`src/hdl/loader_pkg.sv`:
```
/*
 * Shared types, download codes and fixed addresses of the media loader.
 * Loader modules import it; ports refer to its types by scoped name.
 */
`default_nettype none

package loader_pkg;

	// ========================================
	// Data types
	// ========================================
	typedef logic [24:0] mem_addr_t;
	typedef logic [7:0]  byte_t;
	typedef logic [15:0] word_t;
	typedef logic [7:0]  dl_index_t;

	// Download type codes sent by the host
	localparam dl_index_t IDX_PRG     = 8'd4;
	localparam dl_index_t IDX_CRT     = 8'd5;
	localparam dl_index_t IDX_CRT_ALT = 8'hC0;

	// ========================================
	// BASIC pointers in zero page
	// ========================================
	localparam mem_addr_t MEMINIT_END    = 25'h100;
	localparam mem_addr_t PTR_TXT_LO     = 25'h2B;
	localparam mem_addr_t PTR_TXT_HI     = 25'h2C;
	// Low byte here, high byte at the next address
	localparam mem_addr_t PTR_VAR        = 25'h2D;
	localparam mem_addr_t PTR_ARY        = 25'h2F;
	localparam mem_addr_t PTR_STR        = 25'h31;
	localparam mem_addr_t PTR_SAVE_START = 25'hAC;
	localparam mem_addr_t PTR_LOAD_END   = 25'hAE;

	// CRT file layout
	localparam mem_addr_t CRT_CHIP_OFFSET = 25'h40;
	localparam int        CHIP_HDR_LEN    = 16;
	// 8 KB bank alignment
	localparam int        CRT_ALIGN_BITS  = 13;

endpackage

`default_nettype wire

```
`src/hdl/basic_ptr_patch.sv`:
```
/*
 * Tracks the PRG start and end address and returns the BASIC pointer bytes.
 * The control block walks zero page and asks for each address in turn.
 */
`timescale 1ns/1ns
`default_nettype none

module basic_ptr_patch (
	input  wire                        clk_sys,
	input  wire                        reset_n,
	input  wire                        prg_addr_lo_i,
	input  wire                        prg_addr_hi_i,
	input  wire                        prg_payload_i,
	input  wire loader_pkg::byte_t     dl_data_i,
	input  wire loader_pkg::mem_addr_t sweep_addr_i,
	output logic                       ptr_hit_o,
	output loader_pkg::byte_t          ptr_data_o
);
	import loader_pkg::*;

	word_t start_addr;
	word_t end_addr;

	// End address starts at the load address and grows per payload byte
	always_ff @(posedge clk_sys) begin
		if (!reset_n) begin
			start_addr <= '0;
			end_addr   <= '0;
		end else if (prg_addr_lo_i) begin
			start_addr[7:0] <= dl_data_i;
			end_addr[7:0]   <= dl_data_i;
		end else if (prg_addr_hi_i) begin
			start_addr[15:8] <= dl_data_i;
			end_addr[15:8]   <= dl_data_i;
		end else if (prg_payload_i) begin
			end_addr <= end_addr + 16'd1;
		end
	end

	always_comb begin
		ptr_hit_o  = 1'b1;
		ptr_data_o = '0;
		case (sweep_addr_i)
			PTR_TXT_LO, PTR_SAVE_START:         ptr_data_o = start_addr[7:0];
			PTR_TXT_HI, PTR_SAVE_START + 25'd1: ptr_data_o = start_addr[15:8];
			PTR_VAR, PTR_ARY, PTR_STR, PTR_LOAD_END: begin
				ptr_data_o = end_addr[7:0];
			end
			PTR_VAR + 25'd1, PTR_ARY + 25'd1, PTR_STR + 25'd1, PTR_LOAD_END + 25'd1: begin
				ptr_data_o = end_addr[15:8];
			end
			default: ptr_hit_o = 1'b0;
		endcase
	end

endmodule

`default_nettype wire

```
`src/hdl/c64_loader_top.sv`:
```
/*
 * Media loader top level: downloader stream in, slot-timed memory writes out.
 * Connects control, CRT parser, pointer patch and slot writer.
 */
`timescale 1ns/1ns
`default_nettype none

module c64_loader_top #(
	parameter loader_pkg::mem_addr_t CRT_BASE = 25'h100000
) (
	input  wire                        clk_sys,
	input  wire                        reset_n,
	input  wire                        dl_active_i,
	input  wire loader_pkg::dl_index_t dl_index_i,
	input  wire                        dl_wr_i,
	input  wire loader_pkg::mem_addr_t dl_addr_i,
	input  wire loader_pkg::byte_t     dl_data_i,
	input  wire                        slot_i,
	output wire                        dl_wait_o,
	output wire                        mem_we_o,
	output wire loader_pkg::mem_addr_t mem_addr_o,
	output wire loader_pkg::byte_t     mem_data_o,
	output wire                        inj_done_o,
	output wire                        cart_attached_o,
	output wire loader_pkg::word_t     cart_id_o,
	output wire loader_pkg::byte_t     cart_exrom_o,
	output wire loader_pkg::byte_t     cart_game_o,
	output wire                        bank_valid_o,
	output wire loader_pkg::byte_t     bank_type_o,
	output wire loader_pkg::word_t     bank_num_o,
	output wire loader_pkg::word_t     bank_laddr_o,
	output wire loader_pkg::word_t     bank_size_o
);
	import loader_pkg::*;

	wire            crt_byte;
	wire            crt_payload;
	wire            crt_align;
	wire            prg_payload;
	wire            prg_addr_lo;
	wire            prg_addr_hi;
	wire mem_addr_t sweep_addr;
	wire            ptr_hit;
	wire byte_t     ptr_data;
	wire            req_valid;
	wire mem_addr_t req_addr;
	wire byte_t     req_data;

	load_control #(
		.CRT_BASE(CRT_BASE)
	) u_control (
		.clk_sys        (clk_sys),
		.reset_n        (reset_n),
		.dl_active_i    (dl_active_i),
		.dl_index_i     (dl_index_i),
		.dl_wr_i        (dl_wr_i),
		.dl_addr_i      (dl_addr_i),
		.dl_data_i      (dl_data_i),
		.crt_payload_i  (crt_payload),
		.crt_align_i    (crt_align),
		.ptr_hit_i      (ptr_hit),
		.ptr_data_i     (ptr_data),
		.writer_busy_i  (dl_wait_o),
		.crt_byte_o     (crt_byte),
		.prg_payload_o  (prg_payload),
		.prg_addr_lo_o  (prg_addr_lo),
		.prg_addr_hi_o  (prg_addr_hi),
		.sweep_addr_o   (sweep_addr),
		.req_valid_o    (req_valid),
		.req_addr_o     (req_addr),
		.req_data_o     (req_data),
		.inj_done_o     (inj_done_o),
		.cart_attached_o(cart_attached_o)
	);

	crt_header_parser u_crt (
		.clk_sys     (clk_sys),
		.reset_n     (reset_n),
		.crt_byte_i  (crt_byte),
		.dl_addr_i   (dl_addr_i),
		.dl_data_i   (dl_data_i),
		.payload_o   (crt_payload),
		.align_o     (crt_align),
		.cart_id_o   (cart_id_o),
		.cart_exrom_o(cart_exrom_o),
		.cart_game_o (cart_game_o),
		.bank_valid_o(bank_valid_o),
		.bank_type_o (bank_type_o),
		.bank_num_o  (bank_num_o),
		.bank_laddr_o(bank_laddr_o),
		.bank_size_o (bank_size_o)
	);

	basic_ptr_patch u_patch (
		.clk_sys      (clk_sys),
		.reset_n      (reset_n),
		.prg_addr_lo_i(prg_addr_lo),
		.prg_addr_hi_i(prg_addr_hi),
		.prg_payload_i(prg_payload),
		.dl_data_i    (dl_data_i),
		.sweep_addr_i (sweep_addr),
		.ptr_hit_o    (ptr_hit),
		.ptr_data_o   (ptr_data)
	);

	// Busy writer doubles as the downloader wait
	mem_slot_writer u_writer (
		.clk_sys    (clk_sys),
		.reset_n    (reset_n),
		.req_valid_i(req_valid),
		.req_addr_i (req_addr),
		.req_data_i (req_data),
		.slot_i     (slot_i),
		.busy_o     (dl_wait_o),
		.mem_we_o   (mem_we_o),
		.mem_addr_o (mem_addr_o),
		.mem_data_o (mem_data_o)
	);

endmodule

`default_nettype wire

```
`src/hdl/crt_header_parser.sv`:
```
/*
 * CRT stream parser: captures the file header and every CHIP chunk header.
 * Flags each byte as chunk start or payload in the cycle it arrives.
 */
`timescale 1ns/1ns
`default_nettype none

module crt_header_parser (
	input  wire                        clk_sys,
	input  wire                        reset_n,
	input  wire                        crt_byte_i,
	input  wire loader_pkg::mem_addr_t dl_addr_i,
	input  wire loader_pkg::byte_t     dl_data_i,
	output logic                       payload_o,
	output logic                       align_o,
	output loader_pkg::word_t          cart_id_o,
	output loader_pkg::byte_t          cart_exrom_o,
	output loader_pkg::byte_t          cart_game_o,
	output logic                       bank_valid_o,
	output loader_pkg::byte_t          bank_type_o,
	output loader_pkg::word_t          bank_num_o,
	output loader_pkg::word_t          bank_laddr_o,
	output loader_pkg::word_t          bank_size_o
);
	import loader_pkg::*;

	logic        in_chunks;
	logic [3:0]  hdr_cnt;
	logic [31:0] blk_len;

	assign in_chunks = crt_byte_i && (dl_addr_i >= CRT_CHIP_OFFSET);
	// Nothing left of the previous chunk, so this byte opens a new one
	assign align_o   = in_chunks && (hdr_cnt == 4'd0) && (blk_len == 32'd0);
	assign payload_o = in_chunks && (hdr_cnt == 4'd0) && (blk_len != 32'd0);

	always_ff @(posedge clk_sys) begin
		if (!reset_n) begin
			hdr_cnt      <= '0;
			blk_len      <= '0;
			cart_id_o    <= '0;
			cart_exrom_o <= '0;
			cart_game_o  <= '0;
			bank_valid_o <= 1'b0;
			bank_type_o  <= '0;
			bank_num_o   <= '0;
			bank_laddr_o <= '0;
			bank_size_o  <= '0;
		end else begin
			bank_valid_o <= 1'b0;
			if (crt_byte_i) begin
				// ========================================
				// File header
				// ========================================
				case (dl_addr_i)
					25'h00: begin
						hdr_cnt <= '0;
						blk_len <= '0;
					end
					25'h16: cart_id_o[15:8] <= dl_data_i;
					25'h17: cart_id_o[7:0]  <= dl_data_i;
					25'h18: cart_exrom_o    <= dl_data_i;
					25'h19: cart_game_o     <= dl_data_i;
					default: ;
				endcase

				// ========================================
				// CHIP chunks
				// ========================================
				if (align_o) begin
					hdr_cnt <= 4'd1;
				end else if (payload_o) begin
					blk_len <= blk_len - 32'd1;
				end else if (in_chunks) begin
					// Counter wraps to zero after offset 15
					hdr_cnt <= hdr_cnt + 4'd1;
					case (hdr_cnt)
						4'd4:  blk_len[31:24]     <= dl_data_i;
						4'd5:  blk_len[23:16]     <= dl_data_i;
						4'd6:  blk_len[15:8]      <= dl_data_i;
						4'd7:  blk_len[7:0]       <= dl_data_i;
						4'd8:  blk_len            <= blk_len - CHIP_HDR_LEN;
						4'd9:  bank_type_o        <= dl_data_i;
						4'd10: bank_num_o[15:8]   <= dl_data_i;
						4'd11: bank_num_o[7:0]    <= dl_data_i;
						4'd12: bank_laddr_o[15:8] <= dl_data_i;
						4'd13: bank_laddr_o[7:0]  <= dl_data_i;
						4'd14: bank_size_o[15:8]  <= dl_data_i;
						4'd15: begin
							bank_size_o[7:0] <= dl_data_i;
							bank_valid_o     <= 1'b1;
						end
						default: ;
					endcase
				end
			end
		end
	end

endmodule

`default_nettype wire

```
`src/hdl/load_control.sv`:
```
/*
 * Loader control: decodes the download type, keeps the load address,
 * requests one memory write per payload byte and runs the pointer sweep.
 */
`timescale 1ns/1ns
`default_nettype none

module load_control #(
	parameter loader_pkg::mem_addr_t CRT_BASE = 25'h100000
) (
	input  wire                        clk_sys,
	input  wire                        reset_n,
	input  wire                        dl_active_i,
	input  wire loader_pkg::dl_index_t dl_index_i,
	input  wire                        dl_wr_i,
	input  wire loader_pkg::mem_addr_t dl_addr_i,
	input  wire loader_pkg::byte_t     dl_data_i,
	input  wire                        crt_payload_i,
	input  wire                        crt_align_i,
	input  wire                        ptr_hit_i,
	input  wire loader_pkg::byte_t     ptr_data_i,
	input  wire                        writer_busy_i,
	output logic                       crt_byte_o,
	output logic                       prg_payload_o,
	output logic                       prg_addr_lo_o,
	output logic                       prg_addr_hi_o,
	output loader_pkg::mem_addr_t      sweep_addr_o,
	output logic                       req_valid_o,
	output loader_pkg::mem_addr_t      req_addr_o,
	output loader_pkg::byte_t          req_data_o,
	output logic                       inj_done_o,
	output logic                       cart_attached_o
);
	import loader_pkg::*;

	localparam mem_addr_t ALIGN_MASK = (mem_addr_t'(1) << CRT_ALIGN_BITS) - 25'd1;

	logic      is_prg;
	logic      is_crt;
	logic      prg_wr;
	logic      dl_start;
	logic      dl_end;
	logic      active_q;
	logic      prg_q;
	logic      crt_q;
	logic      sweep_q;
	logic      sweep_issue;
	logic      sweep_skip;
	logic      sweep_end;
	mem_addr_t load_addr;

	// ========================================
	// Download decode
	// ========================================
	assign is_prg   = (dl_index_i == IDX_PRG);
	assign is_crt   = (dl_index_i == IDX_CRT) || (dl_index_i == IDX_CRT_ALT);
	assign dl_start = dl_active_i && !active_q;
	assign dl_end   = !dl_active_i && active_q;

	assign prg_wr        = dl_active_i && dl_wr_i && is_prg;
	assign prg_addr_lo_o = prg_wr && (dl_addr_i == 25'd0);
	assign prg_addr_hi_o = prg_wr && (dl_addr_i == 25'd1);
	assign prg_payload_o = prg_wr && (dl_addr_i > 25'd1);
	assign crt_byte_o    = dl_active_i && dl_wr_i && is_crt;

	// Sweep waits on a pointer address until the writer is free
	assign sweep_issue = sweep_q && ptr_hit_i && !writer_busy_i;
	assign sweep_skip  = sweep_q && !ptr_hit_i && (load_addr != MEMINIT_END);
	assign sweep_end   = sweep_q && (load_addr == MEMINIT_END) && !writer_busy_i;

	assign req_valid_o  = prg_payload_o || crt_payload_i || sweep_issue;
	assign req_addr_o   = load_addr;
	assign req_data_o   = sweep_q ? ptr_data_i : dl_data_i;
	assign sweep_addr_o = load_addr;

	// ========================================
	// Sequencing
	// ========================================
	always_ff @(posedge clk_sys) begin
		if (!reset_n) begin
			active_q        <= 1'b0;
			prg_q           <= 1'b0;
			crt_q           <= 1'b0;
			sweep_q         <= 1'b0;
			inj_done_o      <= 1'b0;
			cart_attached_o <= 1'b0;
		end else begin
			active_q   <= dl_active_i;
			inj_done_o <= sweep_end;
			// Index is only valid while the download runs
			if (dl_active_i) begin
				prg_q <= is_prg;
				crt_q <= is_crt;
			end
			if (dl_start && is_crt) begin
				cart_attached_o <= 1'b0;
			end else if (dl_end && crt_q) begin
				cart_attached_o <= 1'b1;
			end
			if (sweep_end) begin
				sweep_q <= 1'b0;
			end else if (dl_end && prg_q) begin
				sweep_q <= 1'b1;
			end
		end
	end

	// Load address
	always_ff @(posedge clk_sys) begin
		if (!reset_n) begin
			load_addr <= '0;
		end else if (dl_end && prg_q) begin
			load_addr <= '0;
		end else if (prg_addr_lo_o) begin
			load_addr <= mem_addr_t'(dl_data_i);
		end else if (prg_addr_hi_o) begin
			load_addr[15:8] <= dl_data_i;
		end else if (crt_byte_o && (dl_addr_i == 25'd0)) begin
			load_addr <= CRT_BASE;
		end else if (crt_align_i) begin
			// Round up to the next bank boundary
			if ((load_addr & ALIGN_MASK) != '0) begin
				load_addr <= (load_addr | ALIGN_MASK) + 25'd1;
			end
		end else if (req_valid_o || sweep_skip) begin
			load_addr <= load_addr + 25'd1;
		end
	end

	// Writer holds one entry, so every request must find it empty
	assert property (@(posedge clk_sys) disable iff (!reset_n)
		req_valid_o |-> !writer_busy_i);

endmodule

`default_nettype wire

```
`src/hdl/mem_slot_writer.sv`:
```
/*
 * Single-entry write buffer toward system memory.
 * Takes one request and issues it in the next slot granted by the memory timing.
 */
`timescale 1ns/1ns
`default_nettype none

module mem_slot_writer (
	input  wire                        clk_sys,
	input  wire                        reset_n,
	input  wire                        req_valid_i,
	input  wire loader_pkg::mem_addr_t req_addr_i,
	input  wire loader_pkg::byte_t     req_data_i,
	input  wire                        slot_i,
	output logic                       busy_o,
	output logic                       mem_we_o,
	output loader_pkg::mem_addr_t      mem_addr_o,
	output loader_pkg::byte_t          mem_data_o
);

	logic slot_q;
	logic slot_rise;

	// Slot window opens on the rising edge
	assign slot_rise = slot_i && !slot_q;

	always_ff @(posedge clk_sys) begin
		if (!reset_n) begin
			slot_q   <= 1'b0;
			busy_o   <= 1'b0;
			mem_we_o <= 1'b0;
		end else begin
			slot_q   <= slot_i;
			mem_we_o <= 1'b0;
			if (req_valid_i) begin
				busy_o <= 1'b1;
			end else if (busy_o && slot_rise) begin
				// Write goes out and the buffer frees in the same cycle
				busy_o   <= 1'b0;
				mem_we_o <= 1'b1;
			end
		end
	end

	// Pending address and data
	always_ff @(posedge clk_sys) begin
		if (req_valid_i) begin
			mem_addr_o <= req_addr_i;
			mem_data_o <= req_data_i;
		end
	end

	// A request on a pending entry would overwrite a byte not yet written
	assert property (@(posedge clk_sys) disable iff (!reset_n)
		req_valid_i |-> !busy_o);

endmodule

`default_nettype wire

```
`config.mk`:
```
export PLATFORM = sky130hd
export DESIGN_NAME = c64_loader_top
export DESIGN_NICKNAME = d
export VERILOG_FILES = /design/src/hdl/loader_pkg.sv /design/src/hdl/basic_ptr_patch.sv /design/src/hdl/c64_loader_top.sv /design/src/hdl/crt_header_parser.sv /design/src/hdl/load_control.sv /design/src/hdl/mem_slot_writer.sv
export SDC_FILE = /design/constraint.sdc
export NUM_CORES = 1
export LEC_CHECK = 0
export CAP_MARGIN = 20
export CORE_AREA = 2 2 198 200
export DETAILED_ROUTE_END_ITERATION = 12
export DIE_AREA = 0 0 200 202
export DONT_BUFFER_PORTS = 1
export GPL_TIMING_DRIVEN = 0
export PLACE_DENSITY_LB_ADDON = 0.08
export SYNTH_ARGS = -nofsm -noshare
export SYNTH_HDL_FRONTEND = slang
export SYNTH_HIERARCHICAL = 1
export SYNTH_SLANG_ARGS = --single-unit
```
`constraint.sdc`:
```
create_clock -name clk_sys -period 9 [get_ports clk_sys]
set_input_delay 1.35 -clock clk_sys [delete_from_list [all_inputs] [get_ports clk_sys]]
set_output_delay 1.35 -clock clk_sys [all_outputs]
set_load 0.01 [all_outputs]
```
# ---- After elaboration in Yosys (flattened, before gate mapping)
# Cells that the tools add are included.
dict set report totals {
  word_cells 187
  output_inout_bits 126
  regBits 224
}
dict set report classes {
  reduce_logical 72
  n_eq_ne 38
  muxes 30
  n_addsub 6
  order_cmp 2
  bitwise_logic 7
}
# op n
set op_table {}
lappend op_table {{== test 25 x 6 -> 1 bit (second input constant)} 8}
lappend op_table {{2-to-1 mux 32 bit} 4}
lappend op_table {{== test 25 x 5 -> 1 bit (second input constant)} 4}
lappend op_table {{== test 25 x 8 -> 1 bit (second input constant)} 4}
lappend op_table {{2-to-1 mux 25 bit} 4}
lappend op_table {{case mux 8 bit (2 select lines)} 4}
lappend op_table {{2-to-1 mux 8 bit} 7}
lappend op_table {{adder 25 x 1 -> 25 bit (second input constant)} 2}
lappend op_table {{AND reduction 5 bit} 7}
lappend op_table {{== test 4 bit (second input constant)} 8}
lappend op_table {{logical NOT 32 bit} 1}
lappend op_table {{case mux 8 bit (4 select lines)} 1}
lappend op_table {{nonzero test 32 bit} 1}
lappend op_table {{subtractor 32 x 1 -> 32 bit (second input constant)} 1}
lappend op_table {{subtractor 32 x 5 -> 32 bit (second input constant)} 1}
lappend op_table {{== test 25 x 1 -> 1 bit (second input constant)} 1}
lappend op_table {{== test 25 x 9 -> 1 bit (second input constant)} 1}
lappend op_table {{greater-or-equal comparator 25 x 7 -> 1 bit (second input constant)} 1}
lappend op_table {{> comparator 25 x 1 -> 1 bit (second input constant)} 1}
lappend op_table {{logical NOT 25 bit} 1}
lappend op_table {{!= test 25 x 9 -> 1 bit (second input constant)} 1}
lappend op_table {{nonzero test 25 bit} 1}
lappend op_table {{logical AND 1 bit} 24}
lappend op_table {{adder 16 x 1 -> 16 bit (second input constant)} 1}
lappend op_table {{other kinds (24)} 66}

# ---- Depth between registers and ports, before layout
# Gate-level depths: netlist of the first run.
dict set report logic_depth {
  depth_word 14
  ltp_mapped 17
  ltp_nobuf 13
}

# ---- Hierarchy
# Netlist of the first run, hierarchy kept.
# module instances area_per_inst_um2 seq_area_each_um2 cells_per_inst
set by_module_without_submodules {}
lappend by_module_without_submodules {crt_header_parser 1 6623.9 2502.4 793}
lappend by_module_without_submodules {load_control 1 2348.5 620.6 288}
lappend by_module_without_submodules {basic_ptr_patch 1 2093.3 640.6 261}
lappend by_module_without_submodules {mem_slot_writer 1 1079.8 1051.0 41}

# ---- Least setup slack after synthesis of the first run
# Ideal clock, no wire load.
dict set report synth_path {
  path_type {input-to-reg}
  from {in dl_index_i[7]}
  to {reg u_control.load_addr[18], in the netlist u_control/req_addr_o[18]}
  setup_slack_ns 4.221
  setup_ns 0.070
  stages 14
  arrival_time_ns 4.709
  path_buffers 2
  cell_sequence {or4bb_1 a21oi_2 nand3_1 inv_1 and2_1 a21boi_1 clkbuf_1 and3_1 clkbuf_1 a41oi_1 nor4b_1 o21ai_2 or3_1 a21oi_1}
}
dict set report synth_via {
  elab_cells_between_ends 24
  cone_classes {4 x eq/ne; 2 x mux; 1 x bitwise; 17 x reduce/logical}
}
# element line_no
set synth_rtl {}
lappend synth_rtl {{start, declared} c64_loader_top.sv:14} ;# input wire loader_pkg::dl_index_t dl_index_i,
lappend synth_rtl {{== test 8 x 3 -> 1 bit or == test 8 bit (tied branches)} load_control.sv:56} ;# assign is_crt = (dl_index_i == IDX_CRT) || (dl_index_i == IDX_CRT_ALT);
lappend synth_rtl {{logical OR 1 bit (*)} load_control.sv:56}
lappend synth_rtl {{logical AND 1 bit (*)} load_control.sv:64} ;# assign crt_byte_o = dl_active_i && dl_wr_i && is_crt;
lappend synth_rtl {{named net crt_byte} c64_loader_top.sv:36} ;# wire crt_byte;
lappend synth_rtl {{logical AND 1 bit (*)} crt_header_parser.sv:31} ;# assign in_chunks = crt_byte_i && (dl_addr_i >= CRT_CHIP_OFFSET);
lappend synth_rtl {{logical AND 1 bit (*) (2 in series)} crt_header_parser.sv:33} ;# assign align_o = in_chunks && (hdr_cnt == 4'd0) && (blk_len == 32'd0);
lappend synth_rtl {{named net crt_align} c64_loader_top.sv:38} ;# wire crt_align;
lappend synth_rtl {{!= test 3 x 1 -> 1 bit (no source line), or another cell as far along} -}
lappend synth_rtl {{AND reduction 3 bit (no source line) or 2-to-1 mux 25 bit (tied branches)} -}
lappend synth_rtl {{end signal, assigned} load_control.sv:115} ;# load_addr <= mem_addr_t'(dl_data_i);
lappend synth_rtl {{end signal, assigned} load_control.sv:123} ;# load_addr <= (load_addr | ALIGN_MASK) + 25'd1;
lappend synth_rtl {{end signal, assigned} load_control.sv:126} ;# load_addr <= load_addr + 25'd1;
lappend synth_rtl {{end, declared} load_control.sv:50} ;# mem_addr_t load_addr;
# The timed path passes the listed nets; every way through them passes the cells marked *.
# A chain may end at the register's enable or synchronous reset.

# ---- Worst setup path after layout of the first run
dict set report layout_path {
  from {in dl_index_i[7]}
  to {reg u_control.load_addr[4], in the netlist u_control/req_addr_o[4]}
}
dict set report layout_via {
  elab_cells_between_ends 25
  cone_classes {5 x eq/ne; 4 x mux; 16 x reduce/logical}
}
# element line_no
set layout_rtl {}
lappend layout_rtl {{== test 8 x 3 -> 1 bit or == test 8 bit (tied branches)} load_control.sv:56}
lappend layout_rtl {{logical OR 1 bit (*)} load_control.sv:56}
lappend layout_rtl {{logical AND 1 bit (*)} load_control.sv:64}
lappend layout_rtl {{named net crt_byte} c64_loader_top.sv:36}
lappend layout_rtl {{logical AND 1 bit (*)} crt_header_parser.sv:31}
lappend layout_rtl {{logical AND 1 bit (*) (2 in series)} crt_header_parser.sv:33}
lappend layout_rtl {{named net crt_align} c64_loader_top.sv:38}
lappend layout_rtl {{2-to-1 mux 25 bit} load_control.sv:120} ;# end else if (crt_align_i) begin
lappend layout_rtl {{2-to-1 mux 25 bit} load_control.sv:118} ;# end else if (crt_byte_o && (dl_addr_i == 25'd0)) begin
lappend layout_rtl {{2-to-1 mux 8 bit} load_control.sv:116} ;# end else if (prg_addr_hi_o) begin
lappend layout_rtl {{2-to-1 mux 8 bit} load_control.sv:114} ;# end else if (prg_addr_lo_o) begin
# The timed path passes the listed nets; every way through them passes the cells marked *. The select of a mux whose other input is x is not followed.

==> results of run 1 <==
-- cells in the mapped netlist, types with 16 or more instances --
| cell | number |
|---|---|
| buf_4 | 25 |
| clkbuf_1 | 63 |
| dfxtp_1 | 191 |
| nand4_1 | 20 |
| mux2i_1 | 97 |
| and2_1 | 22 |
| nand3_1 | 36 |
| nor2_1 | 155 |
| nor3_1 | 41 |
| nor4_1 | 40 |
| nand2_1 | 96 |
| inv_1 | 27 |
| a31oi_1 | 28 |
| xor2_1 | 22 |
| nor2b_1 | 19 |
| a21oi_1 | 69 |
| o21ai_0 | 58 |
| edfxtp_1 | 33 |
| a21boi_0 | 16 |
-- worst paths after layout --
path                            slack [ns]                       to
worst min-delay path                  0.47   u_patch/start_addr[11]
worst min register to register        0.47   u_patch/start_addr[11]
worst max register to register        3.87  u_control/req_addr_o[4]
worst max-delay path                  3.56  u_control/req_addr_o[4]
-- worst reg2reg max path: cells and delay by family (launching register included) --
| kind | cells | cell delay (ns) |
|---|---|---|
| DFF | 1 | 0.37 |
| adders and majority gates | 1 | 0.31 |
| AOI/OAI and AO/OA | 3 | 1.29 |
| and+or+nand+nor | 6 | 2.34 |
| buffers and inverters | 5 | 0.71 |
-- power breakdown --
| part | switching (mW) | internal [mW] |
|---|---|---|
| sequential | 0.000566 | 1.01 |
| clock | 0.457 | 0.737 |
| combinational | 0.0383 | 0.0137 |
-- sequential cells by signal, indices dropped and copies added, names as in the netlist, 4 cells and up --
register and cells:
u_control/req_addr_o 25, u_crt/bank_laddr_o 16, u_crt/bank_num_o 16, u_crt/bank_size_o 16, u_crt/bank_type_o 8, u_crt/blk_len 32
u_crt/cart_exrom_o 8, u_crt/cart_game_o 8, u_crt/cart_id_o 16, u_crt/hdr_cnt 4, u_patch/end_addr 16, u_patch/start_addr 16
u_writer/mem_addr_o 25, u_writer/mem_data_o 8
-- cell type report --
class                   instances  area (sq um)
fillers                      3973         24500
multi-input cells            1017          6640
flip-flops and latches        224          4810
clock buffers                  38           727
well taps                     518           648
plain buffers                 113           583
clock inverters                11           225
inverters                      29           111
repair buffers                  2          10.0
-- cells in the final DEF, fill, tap and decap left out, types with 7 or more instances in the layout --
master	n
nand2b_1	10
o21ai_0	58
xnor2_1	15
nor3_1	41
inv_1	27
xor2_1	22
a31oi_1	28
buf_4	25
o211ai_1	9
nor4_1	40
ha_1	10
nor2_1	155
a21boi_0	16
a21oi_1	69
edfxtp_1	33
nand3_1	36
nand4_1	20
or4_1	15
or3_1	14
and2_1	22
nor2b_1	19
clkbuf_1	73
buf_2	16
and3_1	12
clkbuf_16	27
nand2_1	95
o21ai_1	15
a22oi_1	12
dfxtp_1	191
a32oi_1	11
mux2_2	7
mux2i_1	97
o21a_1	10
-- cell families (layout without fill, tap and decap cells) --
logic type	after synthesis	in the layout	share of synthesized area (%)
AND/OR/NAND/NOR	542	542	23.7
AO/OA/AOI/OAI	323	323	18.5
flip-flops	224	224	39.6
buffers and inverters	142	193	5.72
multiplexers	105	105	8.74
XOR/XNOR	37	37	2.67
adder cells (fa/ha/maj)	10	10	1.03
-- through the flow --
| stage | util (%) | hold slack, ns |
|---|---|---|
| 2_1_floorplan | - | 0.439 |
| 3_3_place_gp | 33.4 | 0.448 |
| 3_5_place_dp | 33.4 | 0.464 |
| 4_1_cts | 35.9 | 0.472 |
| 5_1_grt | 35.9 | 0.490 |
| 6_report | 35.9 | 0.468 |
-- routing by layer --
metal  GRT usage [%]  routed length [um]
met4            6.61                1280
met3            3.94                2590
met2            36.2               21100
met1            29.3               20100
met5               0                   0
==> reports/qor.csv, run 1 <==
metric,value,unit
Slew Limit Fails,0,
Power Total,2.26,mW
clock slew at reported path FFs,0.06,ns
RSZ-0062 raised after global routing,no,
CP Max Fanout,10,
number of flops mapped to enable cells by yosys,33,
initial drt markers,1081,
Synth area leaders,"dfxtp_1 (31%), edfxtp_1 (8.2%), mux2i_1 (8.0%)",
MaxCap Viol Count,0,
clk_lat worst skew,0.57,ns
most area-hungry cell type in the Yosys netlist,dfxtp_1,
"Cell Chain, Critical Path",or4bb_1 -> a21oi_2 -> nand3_1 -> inv_1 -> and2_1 -> a21boi_1 -> clkbuf_1 -> and3_1 -> inv_1 -> nor3_1 -> a41oi_2 -> o21bai_4 -> nor2_1 -> nor4_1,
CTS-repair resized insts,0,
worst setup margin,3.56,ns
Slew @ Worst Pin,1.12,ns
Hold Buf Count CTS,0,
worst setup path class,primary input to flop,
Port Buf Inserts,0,
Vias,10800,
clk buf depth,3,
First-pass DRT Iterations,5,
"FFs w/ async S/R, synth",0,%
final instance area,13800,sq um
slew margin rel.,25.1,%
cell family with most CP delay,simple AND/OR/NAND/NOR gates,
CP max-delay cell,or4bb_1,
Worst Setup End Kind,flop,
max incr delay on CP,0.59,ns
final WL,45000,um
Vias/cell,5.55,
H-tree lvl count,1,
Reg-to-Reg Start,u_crt/blk_len[4],
Mean Syn Cell Area,8.78,sq um
placed inst area,12800,sq um
CTS tree,done,
Final Hold Vio Count,0,
Post-Route Skew,0.0247,ns
Final Wtd Congestion,0.873,
leakage power,5.26,nW
largest net degree at the start of global routing,36,
Post-Syn Area,12100,sq um
Root Buffer,clkbuf_16,
GR Overflow Total,0,
WP data arrival,5.88,ns
die area,40400,sq um
Die Wd,200,um
Worst Path Required,9.45,ns
Num CTS Buffers,27,
fin crit share,60.4,%
IO Count,172,
Synth Register Bits,224,
Chip Height,202,um
Gate Count Post-Synth,1383,
R2R depth,15,
Unique masters post-synth,102,
Clock Sinks,224,
Max Clock Freq,0.184,GHz
gr usage total,22.0,%
Ys Warns,6,
Final setup viols,0,
Startpoint Class,primary input,
final antenna-violating net count,0,
Yosys top cell area share,31.5,%
vias in the first global route,10400,
Rows,72,
CP startpoint,dl_index_i[7],
wire per inst,23.1,um
min-delay worst type,flop to flop,
status,"complete, no violations",
Post-Layout Cell Count,1952,
Setup TNS Final,0,ns
Power Density,164,nW/um^2
sequential fraction of the synthesis area,39.6,%
Tmin final,5.44,ns
layout cells sized above 1,9.76,%
Place WS,3.08,ns
Post-CTS Repair Setup Buffers,0,
Critical Path Most Common Cell,inv_1,
Residual DRC,0,
Synth-to-Final Area Change,13.3,%
worst ir drop on vdd,0.000121,V
HP Start,u_patch/start_addr[11],
Worst Path Buf+Inv,3,
global-route wire length before repair,67800,um
effective utilization at floorplan,31.7,%
hold depth,2,
core region area,38300,sq um
initial antenna violation count,0,
Post-synth top flop,dfxtp_1,
Synthesized Nets,1439,
Detail Placement HPWL,31300,um
Placed Cells,1901,
Antenna Cells,0,
Crit. path cell count,14,
Nets,1470,
Power figures use the tool's default switching activity.
==> inputs of run 2 (changes only) <==
clock period = 4.5 ns   (was 9 ns; I/O delays follow)
==> reports/qor.csv, run 2 (synthesis gave the netlist of run 1 again) <==
metric,value,unit,change
Detail Placement HPWL,31300,um,unchanged
hold slack,0.208,ns,-0.260 ns
effective utilization at floorplan,31.7,%,unchanged
top layer in use,met4,,
Synth-to-Final Area Change,14.0,%,
initial drt markers,1057,,-2.2%
Final Wtd Congestion,0.873,,unchanged
Antenna Cells,0,,unchanged
Slew Limit Fails,0,,unchanged
most frequent cells in the layout,"dfxtp_1 (191), nor2_1 (155), mux2i_1 (97)",,
CP startpoint,u_crt/blk_len[0],,
Setup TNS Final,0,ns,unchanged
Rows,72,,unchanged
Max Clock Freq,0.233,GHz,
final WL,45100,um,+0.17%
Final Hold Vio Count,0,,unchanged
Startpoint Class,flop,,
clock slew at reported path FFs,0.06,ns,about the same
RSZ-0062 raised after global routing,no,,
wire length on met3,2700,um,+4.0%
initial antenna violation count,0,,unchanged
die area,40400,sq um,unchanged
vias in the first global route,10400,,+0.17%
H-tree lvl count,1,,unchanged
min-delay worst type,primary input to flop,,
met2 WL,21100,um,+0.34%
Final setup viols,0,,unchanged
status,"complete, no violations",,
sw power,0.992,mW,+100%
wire per inst,23.1,um,about the same
Worst Setup End Kind,flop,,
clock network fraction of total power,52.8,%,about the same
core region area,38300,sq um,unchanged
Comb pwr share,2.3,%,about the same
clk buf depth,3,,unchanged
filler cell count,3966,,-0.18%
worst ir drop on vdd,0.000242,V,+100%
Vias/cell,5.56,,+0.22%
GR Overflow Total,0,,unchanged
Die Wd,200,um,unchanged
most flop-heavy register,u_crt/blk_len,,
Post-Route Skew,0.0248,ns,+0.0000632 ns
First-pass DRT Iterations,5,,unchanged
Clock Sinks,224,,unchanged
WP data arrival,4.74,ns,-1.14 ns
placed inst area,12800,sq um,unchanged
P_int,3.53,mW,+100%
largest net degree at the start of global routing,36,,unchanged
Chip Height,202,um,unchanged
Port Buf Inserts,0,,unchanged
flop-to-flop setup slack,0.21,ns,-3.66 ns
R2R depth,16,,+1
Setup crit end,u_control/req_addr_o[4],,
Nets,1474,,+0.27%
Place WS,-0.742,ns,-3.83 ns
Power Density,327,nW/um^2,+99%
Slew @ Worst Pin,1.09,ns,-0.0270 ns
Worst Path Required,4.95,ns,-4.50 ns
final instance area,13800,sq um,+0.61%
Reg-to-Reg Start,u_crt/blk_len[0],,
MaxCap Viol Count,0,,unchanged
Root Buffer,clkbuf_16,,
CTS tree,done,,
global-route wire length before repair,67700,um,about the same
final antenna-violating net count,0,,unchanged
CP Max Fanout,10,,unchanged
metal1 wirelength,20000,um,-0.45%
Num CTS Buffers,27,,unchanged
slew margin rel.,27.0,%,+2.0 points
"most common cell after layout, fill and taps aside",dfxtp_1,,
Hold Buf Count CTS,0,,unchanged
Residual DRC,0,,unchanged
worst setup path class,flop to flop,,
Vias,10900,,+0.42%
worst setup margin,0.205,ns,-3.36 ns
R2R Path End,u_control/req_addr_o[4],,
clk_lat worst skew,0.57,ns,about the same
Flop pwr share,44.9,%,about the same
leakage power,5.30,nW,+0.68%
fin crit share,95.4,%,
IO Count,172,,unchanged
sw frac,21.9,%,about the same
gr usage total,22.0,%,about the same
Tmin final,4.29,ns,
layout cells sized above 1,10.5,%,+0.74 points
max FFs per register,32,,unchanged
-- run 2: cell count changes in the layout (fill, tap and decap cells not counted), sizes merged --
cell	previous run	this run
buf	50	54
-- run 2: area by class of cell --
class	instances	area, sq um	share of cell area, %
well taps	518	648	4.68
plain buffers	113	586	4.23
flip-flops and latches	224	4810	34.8
multi-input cells	1017	6690	48.3
repair buffers	6	40.0	0.289
clock buffers	38	727	5.25
inverters	29	111	0.804
clock inverters	11	225	1.63
-- run 2: worst min-delay path by stage --
stage	startpoint	endpoint	slack, ns	depth (start not counted)
2_1_floorplan	u_patch/start_addr[11]	u_patch/start_addr[11]	0.44	2
3_3_place_gp	u_patch/start_addr[8]	u_patch/start_addr[8]	0.45	2
3_5_place_dp	u_patch/start_addr[8]	u_patch/start_addr[8]	0.46	2
4_1_cts	slot_i	u_writer/busy_o	0.18	1
5_1_grt	slot_i	u_writer/busy_o	0.18	1
6_report	slot_i	u_writer/busy_o	0.21	1
-- run 2: timing repair --
item	CTS	global route
gates cloned	0	0
pin swaps	0	2
endpoints found under the setup margin	58	57
buffers inserted	0	4
resized for setup	4	7
-- run 2: per-layer routing --
| layer | up-vias | track usage (%) |
|---|---|---|
| li1 | 5160 | - |
| met1 | 5317 | 29.1 |
| met2 | 327 | 36.3 |
| met3 | 75 | 4.02 |
| met4 | 0 | 6.61 |
| met5 | - | 0 |
-- run 2: power by group through the flow --
stage                     clock [mW]  combinational [mW]  sequential, mW
after global placement             0               0.104            2.07
after CTS                       2.45               0.105            2.03
after global routing            2.53               0.112            2.03
after floorplan                    0              0.0642            2.07
after detailed placement           0               0.104            2.07
final                           2.39               0.104            2.03
-- run 2: worst max-delay path: stages, from the launching register on --
cell and delay, ns:
dfxtp_1 0.35, inv_1 0.07, ha_1 0.21, or3b_2 0.45, clkbuf_2 0.25, or3_4 0.47
or3_1 0.37, buf_6 0.16, nand2_8 0.13, inv_4 0.07, buf_6 0.16, buf_6 0.18
a31oi_4 0.29, a41oi_4 0.27, o21bai_4 0.33, nor2_1 0.09, nor4_1 0.30
-- run 2: per-stage QoR --
step | total power [mW] | utilization (%) | std cells
2_1_floorplan | 2.14 | - | 1383
3_3_place_gp | 2.18 | 33.4 | 1901
3_5_place_dp | 2.18 | 33.4 | 1901
4_1_cts | 4.58 | 36.0 | 1950
5_1_grt | 4.67 | 36.2 | 1956
6_report | 4.52 | 36.2 | 1956
